--- src/hdl/mem_req_pkg.sv ---
package mem_req_pkg;

// ################################################
// bus widths and response codes
// ################################################
localparam int ADDR_W = 32;
localparam int DATA_W = 32;

localparam logic [1:0] RESP_OKAY   = 2'b00;
localparam logic [1:0] RESP_SLVERR = 2'b10;

// ################################################
// request path payloads
// ################################################
typedef struct packed {
	logic [ADDR_W-1:0] addr;
	logic [DATA_W-1:0] data;
} wr_req_t;

typedef struct packed {
	logic              wr;	// 0 for read-miss
	logic [ADDR_W-1:0] addr;
	logic [DATA_W-1:0] data;	// zero on reads
} req_t;

typedef struct packed {
	logic [ADDR_W-1:0] addr;
	logic [DATA_W-1:0] data;
	logic              err;
} rsp_t;

// ################################################
// axi4-lite channels
// ################################################
typedef struct packed {
	logic                aw_valid;
	logic [ADDR_W-1:0]   aw_addr;
	logic                w_valid;
	logic [DATA_W-1:0]   w_data;
	logic [DATA_W/8-1:0] w_strb;
	logic                b_ready;
	logic                ar_valid;
	logic [ADDR_W-1:0]   ar_addr;
	logic                r_ready;
} axil_req_t;

typedef struct packed {
	logic              aw_ready;
	logic              w_ready;
	logic              b_valid;
	logic [1:0]        b_resp;
	logic              ar_ready;
	logic              r_valid;
	logic [DATA_W-1:0] r_data;
	logic [1:0]        r_resp;
} axil_rsp_t;

typedef enum logic [1:0] {
	IDLE,
	GRANT_WR,
	GRANT_RD
} arb_state_t;

endpackage

--- src/hdl/req_fifo.sv ---
`timescale 1ns/1ns

module req_fifo #(
	parameter type payload_t = logic [7:0],
	parameter int  DEPTH     = 4
) (
	input  logic     clk,
	input  logic     rst_n,

	input  logic     push_i,
	input  payload_t data_i,
	output logic     full_o,

	input  logic     pop_i,
	output payload_t data_o,
	output logic     avail_o
);

localparam int PTR_W = (DEPTH > 1) ? $clog2(DEPTH) : 1;
localparam int CNT_W = $clog2(DEPTH + 1);

payload_t		mem [DEPTH];
logic [PTR_W-1:0]	wr_ptr, rd_ptr;
logic [CNT_W-1:0]	count;
logic			do_push, do_pop;

function automatic logic [PTR_W-1:0] next_ptr(input logic [PTR_W-1:0] ptr);
	if (ptr == PTR_W'(DEPTH - 1)) begin
		return '0;
	end
	return ptr + 1'b1;
endfunction

assign do_push = push_i & ~full_o;
assign do_pop  = pop_i & avail_o;

always_ff @(posedge clk) begin
	if (do_push) begin
		mem[wr_ptr] <= data_i;
	end
end

always_ff @(posedge clk) begin
	if (!rst_n) begin
		wr_ptr <= '0;
		rd_ptr <= '0;
		count  <= '0;
	end else begin
		if (do_push) begin
			wr_ptr <= next_ptr(wr_ptr);
		end
		if (do_pop) begin
			rd_ptr <= next_ptr(rd_ptr);
		end
		case ({do_push, do_pop})
			2'b10:   count <= count + 1'b1;
			2'b01:   count <= count - 1'b1;
			default: count <= count;	// both or neither
		endcase
	end
end

assign full_o  = (count == CNT_W'(DEPTH));
assign avail_o = (count != '0);
assign data_o  = mem[rd_ptr];

a_no_overflow: assert property (@(posedge clk) disable iff (!rst_n)
	push_i |-> !full_o);

a_no_underflow: assert property (@(posedge clk) disable iff (!rst_n)
	pop_i |-> avail_o);

endmodule

--- src/hdl/req_arbiter.sv ---
`timescale 1ns/1ns

module req_arbiter (
	input  logic                           clk,
	input  logic                           rst_n,

	// write-back source
	input  logic                           wr_req_valid_i,
	input  mem_req_pkg::wr_req_t           wr_req_i,
	output logic                           wr_req_ready_o,

	// read-miss source
	input  logic                           rd_req_valid_i,
	input  logic [mem_req_pkg::ADDR_W-1:0] rd_addr_i,
	output logic                           rd_req_ready_o,

	// request fifo
	input  logic                           req_full_i,
	output logic                           req_push_o,
	output mem_req_pkg::req_t              req_o
);

mem_req_pkg::arb_state_t	state, state_n;
logic				last_wr, last_wr_n;	// write-back won last

always_ff @(posedge clk) begin
	if (!rst_n) begin
		state   <= mem_req_pkg::IDLE;
		last_wr <= 1'b0;
	end else begin
		state   <= state_n;
		last_wr <= last_wr_n;
	end
end

always_comb begin
	state_n   = state;
	last_wr_n = last_wr;

	case (state)
		mem_req_pkg::IDLE: begin
			if (!req_full_i) begin
				if (wr_req_valid_i && (!rd_req_valid_i || !last_wr)) begin
					state_n   = mem_req_pkg::GRANT_WR;
					last_wr_n = 1'b1;
				end else if (rd_req_valid_i) begin
					state_n   = mem_req_pkg::GRANT_RD;
					last_wr_n = 1'b0;
				end
			end
		end
		default: begin
			state_n = mem_req_pkg::IDLE;	// grant is a single cycle
		end
	endcase
end

assign wr_req_ready_o = (state == mem_req_pkg::GRANT_WR);
assign rd_req_ready_o = (state == mem_req_pkg::GRANT_RD);
assign req_push_o     = wr_req_ready_o | rd_req_ready_o;

// fifo entry built from the granted source
always_comb begin
	req_o = '0;
	if (wr_req_ready_o) begin
		req_o.wr   = 1'b1;
		req_o.addr = wr_req_i.addr;
		req_o.data = wr_req_i.data;
	end else if (rd_req_ready_o) begin
		req_o.addr = rd_addr_i;
	end
end

a_one_ready: assert property (@(posedge clk) disable iff (!rst_n)
	!(wr_req_ready_o && rd_req_ready_o));

// sources keep valid up from the decision edge through the grant
a_src_held: assert property (@(posedge clk) disable iff (!rst_n)
	(wr_req_ready_o |-> wr_req_valid_i) and (rd_req_ready_o |-> rd_req_valid_i));

endmodule

--- src/hdl/axil_req_master.sv ---
`timescale 1ns/1ns

module axil_req_master (
	input  logic                   clk,
	input  logic                   rst_n,

	// request fifo head
	input  logic                   req_avail_i,
	input  mem_req_pkg::req_t      req_i,
	output logic                   req_pop_o,

	// response fifo
	input  logic                   rsp_full_i,
	output logic                   rsp_push_o,
	output mem_req_pkg::rsp_t      rsp_o,

	output mem_req_pkg::axil_req_t axi_req_o,
	input  mem_req_pkg::axil_rsp_t axi_rsp_i,

	output logic                   wr_err_o
);

typedef enum logic [1:0] {
	S_IDLE,
	S_WRITE,	// aw and w outstanding
	S_WAIT_B,
	S_READ		// ar and r outstanding
} mst_state_t;

mst_state_t				state;

logic					aw_valid, w_valid, b_ready;
logic					ar_valid, r_ready;
logic					rsp_push;
logic					wr_err;

logic [mem_req_pkg::ADDR_W-1:0]	addr_q;
logic [mem_req_pkg::DATA_W-1:0]	data_q;
logic [mem_req_pkg::DATA_W-1:0]	rdata_q;
logic					rerr_q;

logic					issue;
logic					aw_done, w_done, b_hs, r_hs;

// a read needs room, and a push in flight is not yet counted by full
assign issue = (state == S_IDLE) && req_avail_i && (req_i.wr || (!rsp_full_i && !rsp_push));

assign aw_done = !aw_valid || axi_rsp_i.aw_ready;
assign w_done  = !w_valid || axi_rsp_i.w_ready;
assign b_hs    = axi_rsp_i.b_valid & b_ready;
assign r_hs    = axi_rsp_i.r_valid & r_ready;

// ################################################
// transaction control
// ################################################
always_ff @(posedge clk) begin
	if (!rst_n) begin
		state    <= S_IDLE;
		aw_valid <= 1'b0;
		w_valid  <= 1'b0;
		b_ready  <= 1'b0;
		ar_valid <= 1'b0;
		r_ready  <= 1'b0;
		rsp_push <= 1'b0;
		wr_err   <= 1'b0;
	end else begin
		rsp_push <= 1'b0;
		case (state)
			S_IDLE: begin
				if (issue && req_i.wr) begin
					aw_valid <= 1'b1;
					w_valid  <= 1'b1;
					b_ready  <= 1'b1;
					state    <= S_WRITE;
				end else if (issue) begin
					ar_valid <= 1'b1;
					r_ready  <= 1'b1;
					state    <= S_READ;
				end
			end
			S_WRITE: begin
				if (axi_rsp_i.aw_ready) begin
					aw_valid <= 1'b0;
				end
				if (axi_rsp_i.w_ready) begin
					w_valid <= 1'b0;
				end
				if (aw_done && w_done) begin
					state <= S_WAIT_B;
				end
			end
			S_WAIT_B: begin
				if (b_hs) begin
					b_ready <= 1'b0;
					state   <= S_IDLE;
					if (axi_rsp_i.b_resp == mem_req_pkg::RESP_SLVERR) begin
						wr_err <= 1'b1;	// sticky until reset
					end
				end
			end
			S_READ: begin
				if (axi_rsp_i.ar_ready) begin
					ar_valid <= 1'b0;
				end
				if (r_hs) begin
					r_ready  <= 1'b0;
					rsp_push <= 1'b1;
					state    <= S_IDLE;
				end
			end
			default: state <= S_IDLE;
		endcase
	end
end

always_ff @(posedge clk) begin
	if (issue) begin
		addr_q <= req_i.addr;
		data_q <= req_i.data;
	end
	if (r_hs) begin
		rdata_q <= axi_rsp_i.r_data;
		rerr_q  <= (axi_rsp_i.r_resp != mem_req_pkg::RESP_OKAY);
	end
end

always_comb begin
	axi_req_o          = '0;
	axi_req_o.aw_valid = aw_valid;
	axi_req_o.aw_addr  = addr_q;
	axi_req_o.w_valid  = w_valid;
	axi_req_o.w_data   = data_q;
	axi_req_o.w_strb   = '1;	// full words only
	axi_req_o.b_ready  = b_ready;
	axi_req_o.ar_valid = ar_valid;
	axi_req_o.ar_addr  = addr_q;
	axi_req_o.r_ready  = r_ready;
end

always_comb begin
	rsp_o      = '0;
	rsp_o.addr = addr_q;
	rsp_o.data = rdata_q;
	rsp_o.err  = rerr_q;
end

assign req_pop_o  = issue;
assign rsp_push_o = rsp_push;
assign wr_err_o   = wr_err;

a_aw_stable: assert property (@(posedge clk) disable iff (!rst_n)
	axi_req_o.aw_valid && !axi_rsp_i.aw_ready
	|=> axi_req_o.aw_valid && $stable(axi_req_o.aw_addr));

a_ar_stable: assert property (@(posedge clk) disable iff (!rst_n)
	axi_req_o.ar_valid && !axi_rsp_i.ar_ready
	|=> axi_req_o.ar_valid && $stable(axi_req_o.ar_addr));

endmodule

--- src/hdl/mem_req_path.sv ---
`timescale 1ns/1ns

module mem_req_path #(
	parameter int REQ_DEPTH = 4,
	parameter int RSP_DEPTH = 2
) (
	input  logic                           clk,
	input  logic                           rst_n,

	input  logic                           wr_req_valid_i,
	input  mem_req_pkg::wr_req_t           wr_req_i,
	output logic                           wr_req_ready_o,

	input  logic                           rd_req_valid_i,
	input  logic [mem_req_pkg::ADDR_W-1:0] rd_addr_i,
	output logic                           rd_req_ready_o,

	output logic                           rsp_valid_o,
	output mem_req_pkg::rsp_t              rsp_o,
	input  logic                           rsp_ready_i,

	output mem_req_pkg::axil_req_t         axi_req_o,
	input  mem_req_pkg::axil_rsp_t         axi_rsp_i,

	output logic                           wr_err_o
);

mem_req_pkg::req_t	req_in, req_head;
logic			req_push, req_full, req_avail, req_pop;

mem_req_pkg::rsp_t	rsp_in;
logic			rsp_push, rsp_full;
wire			rsp_pop = rsp_valid_o & rsp_ready_i;

req_arbiter arb0 (
	.clk            (clk),
	.rst_n          (rst_n),
	.wr_req_valid_i (wr_req_valid_i),
	.wr_req_i       (wr_req_i),
	.wr_req_ready_o (wr_req_ready_o),
	.rd_req_valid_i (rd_req_valid_i),
	.rd_addr_i      (rd_addr_i),
	.rd_req_ready_o (rd_req_ready_o),
	.req_full_i     (req_full),
	.req_push_o     (req_push),
	.req_o          (req_in)
);

req_fifo #(.payload_t(mem_req_pkg::req_t), .DEPTH(REQ_DEPTH)) req_fifo0 (
	.clk     (clk),
	.rst_n   (rst_n),
	.push_i  (req_push),
	.data_i  (req_in),
	.full_o  (req_full),
	.pop_i   (req_pop),
	.data_o  (req_head),
	.avail_o (req_avail)
);

axil_req_master mst0 (
	.clk         (clk),
	.rst_n       (rst_n),
	.req_avail_i (req_avail),
	.req_i       (req_head),
	.req_pop_o   (req_pop),
	.rsp_full_i  (rsp_full),
	.rsp_push_o  (rsp_push),
	.rsp_o       (rsp_in),
	.axi_req_o   (axi_req_o),
	.axi_rsp_i   (axi_rsp_i),
	.wr_err_o    (wr_err_o)
);

// read data back to the cache, in grant order
req_fifo #(.payload_t(mem_req_pkg::rsp_t), .DEPTH(RSP_DEPTH)) rsp_fifo0 (
	.clk     (clk),
	.rst_n   (rst_n),
	.push_i  (rsp_push),
	.data_i  (rsp_in),
	.full_o  (rsp_full),
	.pop_i   (rsp_pop),
	.data_o  (rsp_o),
	.avail_o (rsp_valid_o)
);

endmodule

--- config.mk ---
export PLATFORM = sky130hd
export DESIGN_NAME = mem_req_path
export DESIGN_NICKNAME = d
export VERILOG_FILES = /design/src/hdl/mem_req_pkg.sv /design/src/hdl/req_fifo.sv /design/src/hdl/req_arbiter.sv /design/src/hdl/axil_req_master.sv /design/src/hdl/mem_req_path.sv
export SDC_FILE = /design/constraint.sdc
export NUM_CORES = 1
export LEC_CHECK = 0
export BUFFER_PORTS_ARGS = -buffer_cell sky130_fd_sc_hd__buf_2
export CAP_MARGIN = 25
export CORE_ASPECT_RATIO = 0.7
export CORE_UTILIZATION = 56
export DETAILED_ROUTE_END_ITERATION = 10
export PLACE_DENSITY = 0.79
export REMOVE_ABC_BUFFERS = 1
export SYNTH_ARGS = -nofsm -noshare
export SYNTH_HDL_FRONTEND = slang
export SYNTH_SLANG_ARGS = --single-unit
--- constraint.sdc ---
create_clock -name clk -period 5.1 [get_ports clk]
set_input_delay 1.02 -clock clk [delete_from_list [all_inputs] [get_ports clk]]
set_output_delay 1.02 -clock clk [all_outputs]
set_load 0.01 [all_outputs]
# ---- Yosys cells after proc, flatten, opt, wreduce, memory -nomap -nowiden
# Memory sizes are Yosys's and may differ from the RTL's. A register that Yosys moved wholly into a read port is not among the register bits.
# Cells that the tools add are included.
dict set report classes {
  n_addsub 8
  n_eq_ne 24
  n_mux 58
  bitwise 10
  reduce_logical 38
}
# op count
set ops {}
lappend ops {{2-to-1 mux 32 bit} 3}
lappend ops {{2-to-1 mux 1 bit} 34}
lappend ops {{2-to-1 mux 2 bit} 13}
lappend ops {{== test 2 bit (second input constant)} 9}
lappend ops {{nonzero test 2 bit} 8}
lappend ops {{AND reduction 3 bit} 5}
lappend ops {{AND reduction 4 bit} 3}
lappend ops {{!= test 2 bit (second input constant)} 5}
lappend ops {{one-hot mux 1 bit (2 select lines)} 5}
lappend ops {{== test 2 x 1 -> 1 bit (second input constant)} 4}
lappend ops {{!= test 2 x 1 -> 1 bit (second input constant)} 4}
lappend ops {{one-hot mux 2 bit (4 select lines)} 1}
lappend ops {{bitwise AND 1 bit} 7}
lappend ops {{adder 2 x 1 -> 2 bit (second input constant)} 3}
lappend ops {{logical AND 1 bit} 6}
lappend ops {{zero test 1 bit} 6}
lappend ops {{one-hot mux 3 bit (2 select lines)} 1}
lappend ops {{AND reduction 2 bit} 3}
lappend ops {{zero test 2 bit} 2}
lappend ops {{logical OR 1 bit} 4}
lappend ops {{one-hot mux 2 bit (2 select lines)} 1}
lappend ops {{adder 3 x 1 -> 3 bit (second input constant)} 1}
lappend ops {{== test 3 bit (second input constant)} 1}
lappend ops {{!= test 3 x 2 -> 1 bit (second input constant)} 1}
lappend ops {{other kinds (6)} 8}
dict set report word_totals {
  reg_bits 120
  ramBits 390
  in_bits 142
  out_inout_bits 174
  word_cells 160
  n_memories 2
}
# name words word_bits rd rd_ports_with_merged_regs wr line_no
set memory_table {}
lappend memory_table {req_fifo0.mem 4 65 1 1 1 req_fifo.sv:22} ;# payload_t mem [DEPTH];
lappend memory_table {rsp_fifo0.mem 2 65 1 1 1 req_fifo.sv:22}

# ---- Depth between registers and ports, before layout
# Gate-level depths: netlist of the first run.
dict set report logic_depth {
  word_depth 11
  mapped_depth 10
  ltp_nobuf 10
}

# ---- Cells and area by module
# Synthesis of the first run repeated with hierarchy kept, for this count alone.
dict set report unflattened {
  hier_cells 941
  hier_area_um2 19491.2
}
# module n_inst cells_each area_per_inst_um2 seq_area_each_um2
set modules_own_cells {}
lappend modules_own_cells {{req_fifo (req_fifo0)} 1 395 9913.3 7987.7}
lappend modules_own_cells {{req_fifo (rsp_fifo0)} 1 228 4909.7 4003.8}
lappend modules_own_cells {axil_req_master 1 219 3912.5 3093.0}
lappend modules_own_cells {req_arbiter 1 98 749.5 60.1}
lappend modules_own_cells {mem_req_path 1 1 6.3 0.0}

# ---- Least setup slack after synthesis of the first run
# OpenSTA, ideal clock, no wires.
dict set report synth_path {
  kind {reg-to-reg}
  startpoint {reg rsp_fifo0.count[0]}
  endpoint {mem rsp_fifo0.mem[0][0] (netlist name) (enable)}
  setup_ns 0.488
  arrival_ns 3.367
  t_required_ns 4.612
  slack_ns 1.245
  stages_incl_launch_ff 4
  path_buffers 0
  period_less_slack_ns 3.855
  path_cell_list {dfxtp_1 > nand2b_1 > nand2_1 > nor2_1}
}
dict set report synth_between {
  elab_chain_cells 5
}
# element line_no
set synth_rtl {}
lappend synth_rtl {{start: declaration} req_fifo.sv:24} ;# logic [CNT_W-1:0] count;
lappend synth_rtl {{start signal: assignment} req_fifo.sv:56} ;# 2'b10: count <= count + 1'b1;
lappend synth_rtl {{start signal: assignment} req_fifo.sv:57} ;# 2'b01: count <= count - 1'b1;
lappend synth_rtl {{start signal: assignment} req_fifo.sv:58} ;# default: count <= count;
lappend synth_rtl {{== test 2 bit} req_fifo.sv:63} ;# assign full_o = (count == CNT_W'(DEPTH));
lappend synth_rtl {{NOT 1 bit} req_fifo.sv:34} ;# assign do_push = push_i & ~full_o;
lappend synth_rtl {{bitwise AND 1 bit} req_fifo.sv:34}
lappend synth_rtl {{2-to-1 mux 1 bit} req_fifo.sv:38} ;# if (do_push) begin
lappend synth_rtl {{2-to-1 mux 1 bit (implied by the code)} req_fifo.sv:39} ;# mem[wr_ptr] <= data_i;
lappend synth_rtl {{end: declaration} req_fifo.sv:22}
# No other way between the ends.

==> results of run 1 <==
-- cell usage in the layout (no fill, tap or decap), types with 3 or more instances in the layout --
master,count
a21oi_1,12
a22o_1,31
and2_1,34
and3_4,5
buf_16,4
buf_2,311
buf_4,7
bufinv_16,6
clkbuf_1,11
clkbuf_16,47
clkinv_1,10
clkinv_2,7
conb_1,4
dfxtp_1,23
edfxtp_1,487
ha_1,9
inv_1,12
mux2_2,65
mux4_2,65
nand2_1,21
nand3_1,5
nor2_1,14
nor2b_1,3
o21ai_0,9
or3_1,3
xor2_1,4
-- synth_stat cells --
master | count | share of area
a21o_1 | 1 | 0.00039
buf_1 | 1 | 0.00020
o31a_1 | 1 | 0.00046
a31oi_1 | 1 | 0.00033
nand3b_1 | 1 | 0.00039
a31o_2 | 1 | 0.00046
a2bb2oi_1 | 1 | 0.00046
conb_1 | 1 | 0.00020
fa_1 | 1 | 0.0011
and2_1 | 34 | 0.011
nor2b_1 | 4 | 0.0013
edfxtp_1 | 487 | 0.77
o311ai_0 | 1 | 0.00046
nand2b_1 | 2 | 0.00066
or2_2 | 2 | 0.00066
o31ai_1 | 2 | 0.00079
a21oi_1 | 12 | 0.0032
buf_2 | 13 | 0.0034
nand3_1 | 5 | 0.0013
clkbuf_1 | 22 | 0.0043
o21ai_0 | 9 | 0.0024
ha_1 | 10 | 0.0066
nor3b_2 | 1 | 0.00066
a32oi_1 | 1 | 0.00046
and4_1 | 1 | 0.00046
or3_1 | 3 | 0.00099
nand2_1 | 21 | 0.0041
or4_1 | 1 | 0.00039
or3b_2 | 1 | 0.00046
a211oi_1 | 2 | 0.00079
dfxtp_1 | 26 | 0.027
xor2_1 | 4 | 0.0018
buf_4 | 41 | 0.016
a22o_1 | 31 | 0.014
inv_1 | 13 | 0.0026
and3_1 | 5 | 0.0016
nor3_1 | 1 | 0.00026
xnor2_1 | 2 | 0.00092
mux2_2 | 65 | 0.038
nor2_1 | 15 | 0.0030
mux4_2 | 65 | 0.077
-- sequential cells by signal, summed over array words and instances (netlist names), 2 cells and up, named ones only --
signal and cells:
req_fifo0.mem 260, req_fifo0.wr_ptr 2, mst0.data_q 32, rsp_fifo0.count 2, mst0.rdata_q 32, rsp_fifo0.mem 130, req_fifo0.count 3, mst0.addr_q 32
mst0.state 2, arb0.state 2, req_fifo0.rd_ptr 2
-- power breakdown --
group | internal (mW) | switching (mW) | total, mW | leakage (nW)
clock network | 2.03 | 1.48 | 3.51 | 0.752
logic | 0.958 | 1.26 | 2.22 | 2.44
registers | 5.63 | 0.424 | 6.05 | 4.71
total | 8.62 | 3.16 | 11.8 | 7.90
-- per-layer routing --
layer / global-route usage / vias up / wire length [um]
met4: 0.0493 / 0 / 501
met1: 0.287 / 4645 / 15700
met3: 0.0345 / 42 / 1800
met2: 0.336 / 309 / 17700
met5: 0 / - / 0
li1: - / 4184 / -
-- per-stage QoR --
step                      hold WS (ns)  instance area (um2)  setup TNS [ns]
final                            0.445                22500               0
after global placement           0.422                20800               0
after floorplan                  0.421                18600           -8.14
after detailed placement         0.431                20800               0
after CTS                        0.436                22400               0
after global routing             0.440                22500               0
-- worst reg2reg max path, delay by kind of cell (launching register included) --
family          cells  cell delay (ns)
mux                 1             0.67
compound gates      1             0.20
buf+inv             2             1.26
simple gates        1             0.13
flops               1             0.71
-- final timing paths --
kind	end	depth (start not counted)	slack [ns]
max	rsp_o[25]	4	1.75
min	rsp_fifo0.mem[0][11]	0	0.44
max reg2reg	mst0.addr_q[8]	5	1.85
min reg2reg	rsp_fifo0.mem[0][11]	0	0.44
-- cell families (layout without fill, tap and decap cells) --
group | Yosys count | after routing | share of synthesized area
buf+inv | 90 | 424 | 0.0267
flops | 513 | 513 | 0.796
simple gates | 97 | 97 | 0.0275
mux | 130 | 130 | 0.115
compound gates | 63 | 63 | 0.0244
other cells | 1 | 4 | 0.000197
xor+xnor | 6 | 6 | 0.00276
fa+ha+maj | 11 | 11 | 0.00762
-- layout make-up --
cell class | instances | area (um2) | area share
tap | 435 | 544 | 0.0242
clock inverter | 28 | 329 | 0.0146
multi-input combinational | 311 | 3440 | 0.153
inverter | 13 | 50.0 | 0.00222
clock buffer | 59 | 1230 | 0.0547
timing repair buffer | 324 | 1760 | 0.0782
sequential | 513 | 15200 | 0.673
==> qor.yml, run 1 <==
syn_avg_cell_area_um2: 20.9
via_per_inst: 5.45
cts_resized: 0
max-vdd-ir-drop_v: 0.000399
n_antenna_cell: 0
nFillCells: 2168
place_ws_ns: 1.81
clk_pin_slew_ns: 0.07
initial_utilization: 0.568
drt_iter0_drc: 606
yosysSeqAreaShare: 0.796
fp.coreArea_mm2: 0.0335
rows: 56
finalCritPeriodShare: 0.656
worstPathArrival_ns: 2.33
end_kind: "primary output"
post_cts_buffers: 0
start_kind: "flip-flop"
worst_slack_ns: 1.75
p_leak_nw: 7.90
wl_per_cell_um: 21.2
rsz0062_at_grt: "no"
pin_count: 316
period_needed_ns: 3.35
cts_tree: "yes"
crit_path_max_fanout: 27
portBuffers: 311
grt_overflow_total: 0
place.gp.congestion: 0.738
critPathKind: "reg -> out"
grt_pass1_vias: 9284
relSlewSlack: 0.345
areaGrowthSynthToFinish_pct: 18.2
die_area_mm2: 0.0347
hp-class: "reg -> reg"
cp.required_ns: 4.08
finalHoldViolCount: 0
clock_latency_ns: 0.56
finalNonFillerCells: 1683
worst_pin_slew_ns: 0.982
postSynthCellCount: 911
root_buffer: "clkbuf_16"
crit_path_top_delay_cell: "dfxtp_2"
slowest_delay_ns: 0.60
detail-route-antenna-nets: 0
cap_viol_max_count: 0
fin_nets: 1363
htree_levels: 2
track_usage: 0.203
utilization: 0.672
grt_max_degree: 66
dr.pass1.iters: 4
slew_viol_final: 0
antenna_found_initial: 0
synth-seq-cells: 513
drive_above_1_share: 0.430
drcViolationCount: 0
grt_pass1_wl_um: 53000
wirelength_um: 35600
clock.fmax_ghz: 0.299
cp_top_family: "buffers and inverters"
setup_viol_count_final: 0
crit_buf_inv: 3
syn_area_mm2: 0.0190
yosys_warnings: 0
cp_cell_sequence: "buf_12, buf_4, mux2_2, buf_2"
die_x_um: 222
cts_buffer_depth: 3
fin_skew_ns: 0.0193
p_per_area_mw_per_mm2: 524
die_h_um: 156
status: "complete, no violations"
numCtsBuffers: 47
cts_hold_buf: 0
hpwl_um: 21200
power.total_mw: 11.8
via_count: 9180
hold_start: "mst0.rdata_q[10]"
cts_sinks: 513
yosysUniqueCellTypes: 41
place_inst: 1592
(Power assumes the default switching activity.)
==> run 2, diff against run 1 <==
- ABC_AREA: unset -> 1
- CORE_UTILIZATION: 56 -> 51
- PLACE_DENSITY: 0.79 -> 0.76
- clock period: 5.1 -> 2.8 ns (I/O delays scaled with it)
==> run 2 against run 1 <==
  * Combinational power rose by 120%
  * Critical path depth fell by 1
  * Synthesized cell count rose by 46%
  * Wire length rose by 14%
  * First-iteration DRC count rose by 68%
  * Final cell count rose by 27%
  * Non-clock buffer count rose by 16
  * Clock power rose by 83%
  * Global-route usage barely moved
==> qor.yml, run 2 <==
multiInputGateArea_mm2: 0.00357
p_per_area_mw_per_mm2: 970
fin_skew_ns: 0.0179
cts_resized: 0
p_switching_mw: 6.81
cts_sinks: 513
status: "complete, no violations"
top_regs: "req_fifo0.mem (260), rsp_fifo0.mem (130)"
clock_latency_ns: 0.57
fp.coreArea_mm2: 0.0374
synth_ff_type: "edfxtp_1"
grt_pass1_vias: 10900
regMostFlops: "req_fifo0.mem"
end_kind: "primary output"
syn_area_mm2: 0.0195
r2r_setup_slack_ns: 0.47
die_h_um: 166
detail-route-antenna-nets: 0
wirelength_um: 40600
cts_tree: "yes"
areaGrowthSynthToFinish_pct: 18.6
via_per_inst: 5.30
syn_avg_cell_area_um2: 14.7
yosysSeqAreaShare: 0.777
worst_pin_slew_ns: 0.742
power_frac_clock: 0.287
hp-class: "in -> reg"
seqPwrFrac: 0.492
place.gp.congestion: 0.772
synth-edff-count: 487
nFillCells: 2751
max-vdd-ir-drop_v: 0.000566
numCtsBuffers: 48
htree_levels: 2
track_usage: 0.203
wl_per_cell_um: 18.9
via_count: 11400
pin_count: 316
crit_buf_inv: 2
yosysTopAreaCell: "edfxtp_1"
cts_buffer_depth: 3
pwr-share-comb: 0.222
grt_overflow_total: 0
drcViolationCount: 0
slowest_delay_ns: 0.64
synth-seq-cells: 513
crit_path_top_delay_cell: "dfxtp_4"
initial_utilization: 0.522
clk_pin_slew_ns: 0.07
slew_viol_final: 0
synth-async-reset-ratio: 0
period_needed_ns: 2.51
place_inst: 2053
yosys_warnings: 0
cp_cell_sequence: "buf_12, mux2_2, buf_2"
cts_hold_buf: 0
finalCritPeriodShare: 0.897
yosysUniqueCellTypes: 33
setup_viol_count_final: 0
seqCellArea_mm2: 0.0152
finalNonFillerCells: 2142
n_antenna_cell: 0
worstPathArrival_ns: 1.95
hpwl_um: 24900
hold_slack_ns: 0.167
cp.required_ns: 2.24
grt_max_degree: 71
p_sw_frac: 0.304
die_area_mm2: 0.0390
fin_nets: 1768
synth_common_cells: "487 x edfxtp_1, 151 x nor2_1, 138 x o21ai_0, 122 x nand2_1, 65 x mux2_2"
dr.pass1.iters: 5
synth_most_common_cell: "edfxtp_1"
layout_commonest_cell: "edfxtp_1"
drive_above_1_share: 0.312
critPathKind: "reg -> out"
crit_path_max_fanout: 25
synth_area_leaders: "edfxtp_1 75%, mux2_2 3.8%, o21ai_0 3.5%"
die_x_um: 236
clock.fmax_ghz: 0.398
postSynthCellCount: 1327
internal-power_mw: 15.6
cp_top_family: "flip-flops"
relSlewSlack: 0.506
rows: 59
finalHoldViolCount: 0
grt_pass1_wl_um: 60200
drt_iter0_drc: 1017
root_buffer: "clkbuf_16"
largest_reg_flops: 260
post_cts_buffers: 0
start_kind: "flip-flop"
cap_viol_max_count: 0
yosysTopAreaCellShare: 0.751
final_cell_mix: "487 x edfxtp_1, 311 x buf_2, 145 x nor2_1"
p_leak_nw: 8.69
portBuffers: 311
rsz0062_at_grt: "no"
antenna_found_initial: 1
-- run 2: final timing paths --
path	start	end	depth (start not counted)
hold reg to reg	mst0.rdata_q[1]	rsp_fifo0.mem[1][2]	0
setup / recovery	flip-flop	rsp_o[33]	3
hold / removal	axi_rsp_i[21]	mst0.rdata_q[19]	1
setup reg to reg	flip-flop	req_fifo0.count[2]	13
-- run 2: power groups by stage --
stage | sequential, mW | clock (mW) | combinational (mW)
after CTS | 11.0 | 6.55 | 5.03
after detailed placement | 11.2 | 0 | 4.99
after global routing | 11.1 | 6.85 | 5.50
after global placement | 11.1 | 0 | 4.85
after floorplan | 11.6 | 0 | 2.22
final | 11.0 | 6.43 | 4.97
-- run 2: per-stage QoR --
step	cell area, um2	util	setup TNS, ns	setup WS [ns]	total power, mW
after floorplan	18900	-	-709.22	-2.27	13.8
after global placement	21500	0.577	0	0.526	16.0
after detailed placement	21500	0.577	0	0.499	16.2
after CTS	23100	0.619	0	0.239	22.6
after global routing	23100	0.619	0	0.206	23.5
final	23100	0.619	0	0.290	22.4
-- run 2: cell type report --
type                            count  share of cell area
Clock buffer                       54              0.0534
Clock inverter                     35              0.0143
Inverter                           70              0.0116
Multi-Input combinational cell    642               0.154
Sequential cell                   513               0.656
Tap cell                          488              0.0264
Timing Repair Buffer              340              0.0843
-- run 2: logic make-up after synthesis --
| logic type | Yosys count | share of synthesized area |
|---|---|---|
| fa+ha+maj | 11 | 0.00745 |
| other cells | 1 | 0.000193 |
| simple gates | 327 | 0.0686 |
| flops | 513 | 0.777 |
| compound gates | 235 | 0.0656 |
| mux | 65 | 0.0376 |
| buf+inv | 175 | 0.0432 |
-- run 2: worst register-to-register path, cell delays in order, from the launching register on --
cell	delay [ns]
dfxtp_4	0.50
inv_4	0.19
nand2_1	0.12
nand3_2	0.06
nand2_2	0.09
nand2_4	0.10
nand2_1	0.08
ha_1	0.13
inv_1	0.07
fa_1	0.38
a21oi_1	0.16
o21ai_0	0.12
o21ai_0	0.15
a21oi_1	0.05
-- run 2: routing by layer --
metal,up-vias,share of wire,GRT usage
met5,-,0,0
met4,0,0.019,0.0612
met3,62,0.060,0.0346
met2,404,0.48,0.341
met1,5534,0.44,0.275
li1,5359,-,-
